==> config.mk <==
export PLATFORM = sky130hd
export DESIGN_NAME = huffTreeTop
export DESIGN_NICKNAME = d
export VERILOG_FILES = /design/src/rtl/huffPkg.sv /design/src/rtl/nodeIf.sv /design/src/rtl/huffTreeTop.sv /design/src/rtl/mergeController.sv /design/src/rtl/minFinder.sv /design/src/rtl/nodeWeightStore.sv
export SDC_FILE = /design/constraint.sdc
export NUM_CORES = 1
export LEC_CHECK = 0
export CAP_MARGIN = 20
export CORE_MARGIN = 3
export CORE_UTILIZATION = 40
export CTS_BUF_LIST = sky130_fd_sc_hd__clkbuf_4
export CTS_CLUSTER_DIAMETER = 120
export CTS_CLUSTER_SIZE = 30
export DETAILED_ROUTE_END_ITERATION = 12
export DONT_BUFFER_PORTS = 1
export PLACE_DENSITY = 0.53
export SYNTH_ARGS = -nofsm -noshare
export SYNTH_HDL_FRONTEND = slang
export SYNTH_HIERARCHICAL = 1
export SYNTH_SLANG_ARGS = --single-unit
==> constraint.sdc <==
create_clock -name Clk_in -period 51 [get_ports Clk_in]
set_clock_uncertainty 0.05 [all_clocks]
set_input_delay 10.2 -clock Clk_in [delete_from_list [all_inputs] [get_ports Clk_in]]
set_output_delay 10.2 -clock Clk_in [all_outputs]
set_load 0.05 [all_outputs]
==> src/rtl/huffPkg.sv <==
package huffPkg;

    ////////////////////////////////////////////////////////////////////////////
    // widths and counts
    ////////////////////////////////////////////////////////////////////////////

    localparam int WeightW    = 9;                     // bit 8 only set for none
    localparam int IdxW       = 5;
    localparam int EntryW     = 3 * IdxW;              // parent, left, right
    localparam int NumLeaves  = 10;
    localparam int NumNodes   = 18;
    localparam int NumEntries = NumNodes - NumLeaves;  // one per parent
    localparam int EntryIdxW  = $clog2(NumEntries);

    ////////////////////////////////////////////////////////////////////////////
    // types
    ////////////////////////////////////////////////////////////////////////////

    typedef logic [WeightW-1:0] weight_t;
    typedef logic [IdxW-1:0]    nodeIdx_t;
    typedef logic [EntryW-1:0]  treeEntry_t;

    // the root is the merge whose sum reaches the full weight
    localparam weight_t TotalWeight = weight_t'(256);

    // loses every compare against a real node
    localparam weight_t NoneWeight = weight_t'(256);

    localparam nodeIdx_t NoNode = nodeIdx_t'(31);

    typedef enum logic [2:0]
    {
        Idle,
        Load,
        PickFirst,
        PickSecond,
        Merge,
        Done
    } ctrlState_t;

endpackage

==> src/rtl/nodeIf.sv <==
`timescale 1ns/1ps

interface nodeIf;
    import huffPkg::*;

    // store -> finder
    weight_t [NumNodes-1:0] Weights;   // used nodes read as NoneWeight

    // finder -> store, ctrl
    nodeIdx_t MinIdx;
    weight_t  MinWeight;

    // ctrl commands
    logic     Load;
    logic     MarkUsed;                // marks the node at MinIdx
    logic     WrEn;
    nodeIdx_t WrIdx;
    weight_t  WrWeight;

    modport store
    (
        input  Load, MarkUsed, MinIdx, WrEn, WrIdx, WrWeight,
        output Weights
    );

    modport finder
    (
        input  Weights,
        output MinIdx, MinWeight
    );

    modport ctrl
    (
        input  MinIdx, MinWeight,
        output Load, MarkUsed, WrEn, WrIdx, WrWeight
    );

endinterface

==> src/rtl/huffTreeTop.sv <==
`timescale 1ns/1ps

module huffTreeTop
(
    input  logic                                           Clk_in,
    input  logic                                           n_Rst,

    // four-phase start
    input  logic                                           Req,
    output logic                                           Ack,

    // leaf weights, stable while Req is high
    input  huffPkg::weight_t [huffPkg::NumLeaves-1:0]      LeafWeights,

    // result
    output huffPkg::treeEntry_t [huffPkg::NumEntries-1:0]  TreeTable,
    output huffPkg::nodeIdx_t                              RootRight,
    output huffPkg::nodeIdx_t                              RootLeft
);

    ////////////////////////////////////////////////////////////////////////////
    // node bus
    ////////////////////////////////////////////////////////////////////////////

    nodeIf nodes_i ();

    nodeWeightStore store_i
    (
        .Clk_in      (Clk_in),
        .n_Rst       (n_Rst),
        .nodes       (nodes_i.store),
        .LeafWeights (LeafWeights)
    );

    minFinder finder_i
    (
        .nodes (nodes_i.finder)
    );

    ////////////////////////////////////////////////////////////////////////////
    // control
    ////////////////////////////////////////////////////////////////////////////

    mergeController ctrl_i
    (
        .Clk_in    (Clk_in),
        .n_Rst     (n_Rst),
        .nodes     (nodes_i.ctrl),
        .Req       (Req),
        .Ack       (Ack),
        .TreeTable (TreeTable),
        .RootRight (RootRight),
        .RootLeft  (RootLeft)
    );

endmodule

==> src/rtl/mergeController.sv <==
`timescale 1ns/1ps

module mergeController
(
    input  logic                                           Clk_in,
    input  logic                                           n_Rst,
    nodeIf.ctrl                                            nodes,
    input  logic                                           Req,
    output logic                                           Ack,
    output huffPkg::treeEntry_t [huffPkg::NumEntries-1:0]  TreeTable,
    output huffPkg::nodeIdx_t                              RootRight,
    output huffPkg::nodeIdx_t                              RootLeft
);
    import huffPkg::*;

    ctrlState_t state;

    nodeIdx_t parentIdx;                   // next parent slot
    nodeIdx_t firstIdx;
    nodeIdx_t secondIdx;
    weight_t  firstWeight;
    weight_t  secondWeight;
    weight_t  mergeSum;
    nodeIdx_t entryOffset;
    logic [EntryIdxW-1:0] entryIdx;
    logic     isParent;

    // pairs never exceed the total, 9 bits hold the sum
    assign mergeSum    = firstWeight + secondWeight;
    assign isParent    = (mergeSum < TotalWeight);
    assign entryOffset = parentIdx - nodeIdx_t'(NumLeaves);
    assign entryIdx    = entryOffset[EntryIdxW-1:0];

    ////////////////////////////////////////////////////////////////////////////
    // commands to the store
    ////////////////////////////////////////////////////////////////////////////

    assign nodes.Load     = (state == Load);
    assign nodes.MarkUsed = (state == PickFirst) || (state == PickSecond);
    assign nodes.WrEn     = (state == Merge) && isParent;
    assign nodes.WrIdx    = parentIdx;
    assign nodes.WrWeight = mergeSum;

    ////////////////////////////////////////////////////////////////////////////
    // round FSM
    ////////////////////////////////////////////////////////////////////////////

    always_ff @(posedge Clk_in or negedge n_Rst)
    begin
        if (!n_Rst)
        begin
            state     <= Idle;
            Ack       <= 1'b0;
            TreeTable <= '0;
            RootRight <= '0;
            RootLeft  <= '0;
            parentIdx <= nodeIdx_t'(NumLeaves);
        end
        else
        begin
            case (state)
                Idle:
                begin
                    if (Req)
                    begin
                        state <= Load;
                    end
                end
                Load:
                begin
                    // wipe the previous tree
                    TreeTable <= '0;
                    RootRight <= '0;
                    RootLeft  <= '0;
                    parentIdx <= nodeIdx_t'(NumLeaves);
                    state     <= PickFirst;
                end
                PickFirst:  state <= PickSecond;
                PickSecond: state <= Merge;
                Merge:
                begin
                    if (isParent)
                    begin
                        TreeTable[entryIdx] <= treeEntry_t'({parentIdx, secondIdx, firstIdx});
                        parentIdx           <= parentIdx + nodeIdx_t'(1);
                        state               <= PickFirst;
                    end
                    else
                    begin
                        RootRight <= firstIdx;     // root found
                        RootLeft  <= secondIdx;
                        Ack       <= 1'b1;
                        state     <= Done;
                    end
                end
                Done:
                begin
                    if (!Req)
                    begin
                        Ack   <= 1'b0;
                        state <= Idle;
                    end
                end
                default: state <= Idle;
            endcase
        end
    end

    // pick registers
    always_ff @(posedge Clk_in)
    begin
        if (state == PickFirst)
        begin
            firstIdx    <= nodes.MinIdx;
            firstWeight <= nodes.MinWeight;
        end
        else if (state == PickSecond)
        begin
            secondIdx    <= nodes.MinIdx;
            secondWeight <= nodes.MinWeight;
        end
    end

    ackOnlyAfterRun: assert property (@(posedge Clk_in) disable iff (!n_Rst)
        state == Idle |-> !Ack)
        else $error("Ack high in Idle");

    // the store must still hold an open node whenever a pick is made
    pickFindsNode: assert property (@(posedge Clk_in) disable iff (!n_Rst)
        (state == PickFirst || state == PickSecond) |-> nodes.MinIdx != NoNode)
        else $error("pick found no open node");

    parentInRange: assert property (@(posedge Clk_in) disable iff (!n_Rst)
        (state == Merge && isParent) |-> parentIdx <= nodeIdx_t'(NumNodes - 1))
        else $error("parent counter past last node");

endmodule

==> src/rtl/minFinder.sv <==
`timescale 1ns/1ps

module minFinder
(
    nodeIf.finder nodes
);
    import huffPkg::*;

    weight_t  bestWeight;
    nodeIdx_t bestIdx;

    // linear scan from node 0 up
    // strict compare keeps the lower index on a tie
    always_comb
    begin
        bestWeight = NoneWeight;
        bestIdx    = NoNode;               // stays here if all nodes used
        for (int i = 0; i < NumNodes; i++)
        begin
            if (nodes.Weights[i] < bestWeight)
            begin
                bestWeight = nodes.Weights[i];
                bestIdx    = nodeIdx_t'(i);
            end
        end
    end

    assign nodes.MinWeight = bestWeight;
    assign nodes.MinIdx    = bestIdx;

endmodule

==> src/rtl/nodeWeightStore.sv <==
`timescale 1ns/1ps

module nodeWeightStore
(
    input  logic                                       Clk_in,
    input  logic                                       n_Rst,
    nodeIf.store                                       nodes,
    input  huffPkg::weight_t [huffPkg::NumLeaves-1:0]  LeafWeights
);
    import huffPkg::*;

    weight_t             nodeWeight [NumNodes];
    logic [NumNodes-1:0] nodeUsed;

    ////////////////////////////////////////////////////////////////////////////
    // used flags
    ////////////////////////////////////////////////////////////////////////////

    always_ff @(posedge Clk_in or negedge n_Rst)
    begin
        if (!n_Rst)
        begin
            nodeUsed <= '1;                    // everything reads as none
        end
        else if (nodes.Load)
        begin
            // leaves open, parents not built yet
            nodeUsed <= {{(NumNodes - NumLeaves){1'b1}}, {NumLeaves{1'b0}}};
        end
        else
        begin
            if (nodes.MarkUsed)
            begin
                nodeUsed[nodes.MinIdx] <= 1'b1;
            end
            if (nodes.WrEn)
            begin
                nodeUsed[nodes.WrIdx] <= 1'b0; // new parent joins the pool
            end
        end
    end

    ////////////////////////////////////////////////////////////////////////////
    // weights
    ////////////////////////////////////////////////////////////////////////////

    always_ff @(posedge Clk_in)
    begin
        if (nodes.Load)
        begin
            for (int i = 0; i < NumLeaves; i++)
            begin
                nodeWeight[i] <= LeafWeights[i];
            end
        end
        else if (nodes.WrEn)
        begin
            nodeWeight[nodes.WrIdx] <= nodes.WrWeight;
        end
    end

    always_comb
    begin
        for (int i = 0; i < NumNodes; i++)
        begin
            nodes.Weights[i] = nodeUsed[i] ? NoneWeight : nodeWeight[i];
        end
    end

    // parents only ever land above the leaves
    parentSlotOnly: assert property (@(posedge Clk_in) disable iff (!n_Rst)
        nodes.WrEn |-> nodes.WrIdx inside {[NumLeaves:NumNodes-1]})
        else $error("parent write to index %0d", nodes.WrIdx);

endmodule

==> flow_summary.ini <==
[outcome]
status = finished clean

[worst_setup_path]
cpPeakStageDelay_ps = 810
crit_type = flop to flop
cp_slowest_cell = a211oi_4
cp-end-kind = flop
path_max_fanout = 22
crit_path_start_kind = flop
cp_data_required_time_ps = 51720
cp.arrival_ps = 42080

[cts]
cts_buffer_depth = 3
cts-root-buf = clkbuf_4
cts_max_level = 1
clock-sinks = 347
cts_buffers = 17
post_cts_buffers = 0
clkTransAtPathRegs_ps = 290
insertion_delay_ps = 810
postCtsHoldBufs = 0
cts-resized-gates = 0
cts_tree = done

[global_route]
antenna_found_initial = 12
grt_max_degree = 158
track_usage_pct = 21.74
grt_pass1_wl_microns = 94660
grt-ovfl-total = 0
grt_pass1_vias = 15350

[final_layout]
final_cell_area_sq_um = 22420
drive_above_1_share_pct = 13.03
fill_cells = 5137
areaGrowthSynthToFinish_pct = 4.656
nets = 2240

[placed_design]
dpl-instance-area_sq_um = 22120
place_hpwl_microns = 46950
port_buffers = 0
gp_congestion = 0.8882

[sta]
setup_violations = 0
tightest_slew_ps = 992.9
finalSetupTns_ps = 0
fin_crit_ps = 41360
rsz0062_at_grt = false
final-hold-violation-count = 0
max_freq_ghz = 0.02418
max_slew_margin_pct = 33.75
final_max_slew_viol_count = 0
post-route-period-util_pct = 81.09

[floorplan]
chipHeight_microns = 237.4
core_sq_um = 52760
fp.dieArea_sq_um = 56360
core.rowCount = 84
ios = 224
die_width_microns = 237.4
start_util_pct = 40.60

[routing]
drt_iter0_markers = 1188
vias_per_cell = 5.677
wl_microns = 63360
antenna_left = 0
vias = 15440
remaining_drc_errors = 0
first_pass_iters = 8
post_drt_wl_per_cell_microns = 23.29

[synthesis]
yosys-top-cells-area = edfxtp_1, dfrtp_1, ha_1
synth_cell_type_count = 107
synth_edf_count = 190
yosysMostFrequentCell = nand2_1
syn_nets = 2275
ys_ff_latch = 347
yosys_warnings = 6
synthFlopType = edfxtp_1
syn_area_sq_um = 21420
syn_avg_cell_area_sq_um = 10.44
synth_cells = 2051
synth.top_cells.by_count = nand2_1, edfxtp_1, nor2b_1, dfrtp_1, inv_1
yosysTopAreaCell = edfxtp_1
synth.yosys.seq_area_share_pct = 45.10
synth_top_area_share_pct = 26.64
async_flop_share_pct = 45.24

[hold_path]
min-delay-path-class = flop to flop

[job]
maxCapViolations = 0
## stage by stage
stage | utilization [%] | hold slack [ps] | std cells | setup slack [ps]
CTS | 42.38 | 556.8 | 2712 | 9961
global placement | 41.91 | 521.1 | 2682 | 11430
detailed placement | 41.93 | 523.2 | 2683 | 10060
finish | 42.49 | 561.3 | 2720 | 9643
floorplan | - | 470.6 | 2051 | 15290
global route | 42.48 | 580.1 | 2718 | 5858
## final timing paths
path | start | endpoint | slack, ps | depth (start not counted)
setup / recovery | store_i/nodeUsed[0] | store_i/nodeUsed[14] | 9640 | 190
hold reg to reg | store_i/nodeUsed[0] | store_i/nodeUsed[0] | 560 | 2
setup reg to reg | store_i/nodeUsed[0] | store_i/nodeUsed[14] | 9640 | 190
hold / removal | store_i/nodeUsed[0] | store_i/nodeUsed[0] | 560 | 2
min in group asynchronous | n_Rst | ctrl_i/TreeTable[55] | 8980 | 0
max in group asynchronous | n_Rst | store_i/nodeUsed[8] | 41580 | 0
## layout by cell type, fill, tap and decap left out, drive strengths merged, types with 20 or more instances in the layout
cell,synthesis,routed
nand3,37,37
or2,26,26
nand2b,27,27
dfstp,20,20
inv,136,142
edfxtp,190,190
mux2,114,114
a21oi,89,89
nor2,84,84
mux2i,139,139
nand4,23,23
ha,130,130
buf,38,22
nor2b,172,172
a21o,29,29
nand2,229,229
dfrtp,137,137
a211oi,23,23
clkbuf,38,21
o21ai,109,109
## routing by layer
metal	wire (microns)	track usage, %	vias to the layer above
met5	13	0	-
met3	3848	4.803	84
li1	-	-	7287
met4	1277	4.554	2
met2	30420	36.69	425
met1	27800	28.87	7644
## worst max-delay path: cells and delay by family, from the launching register on
| kind | cells | cell delay, ps |
|---|---|---|
| simple gates | 63 | 12240 |
| compound gates | 88 | 19950 |
| buf+inv | 14 | 1150 |
| mux | 8 | 2520 |
| fa+ha+maj | 17 | 4930 |
| flops | 1 | 480 |
## kinds of logic (layout without fill, tap and decap cells)
family / count (synthesis) / in the layout / synth area share [%]
fa+ha+maj: 132 / 132 / 7.734
buf+inv: 223 / 198 / 4.328
simple gates: 699 / 699 / 17.48
compound gates: 388 / 388 / 12.33
other cells: 0 / 6 / 0
flops: 347 / 347 / 45.10
xor+xnor: 9 / 9 / 0.3680
mux: 253 / 253 / 12.66
## registers in the layout, summed over array words and instances (netlist names), 3 cells and up
name and count:
ctrl_i/RootLeft 5, ctrl_i/RootRight 5, ctrl_i/TreeTable 120, ctrl_i/firstIdx 5
ctrl_i/firstWeight 9, ctrl_i/nodes.WrIdx 5, ctrl_i/secondIdx 5, ctrl_i/secondWeight 9
ctrl_i/state 3, store_i/nodeUsed 18, store_i/nodeWeight 162
## final cells by class
cell class,count,area (sq um),share of cell area (%)
inverter,147,551.8,2.461
clock buffer,21,157.7,0.7033
clock inverter,8,78.83,0.3516
antenna,6,15.01,0.06698
multi-input combinational,1481,10900,48.61
tap,688,860.8,3.840
timing repair buffer,22,196.4,0.8763
sequential,347,9659,43.09
Power is left out: the tool's default activity adds up to more than one toggle a clock period on the data nets, which glitch-free logic cannot reach.
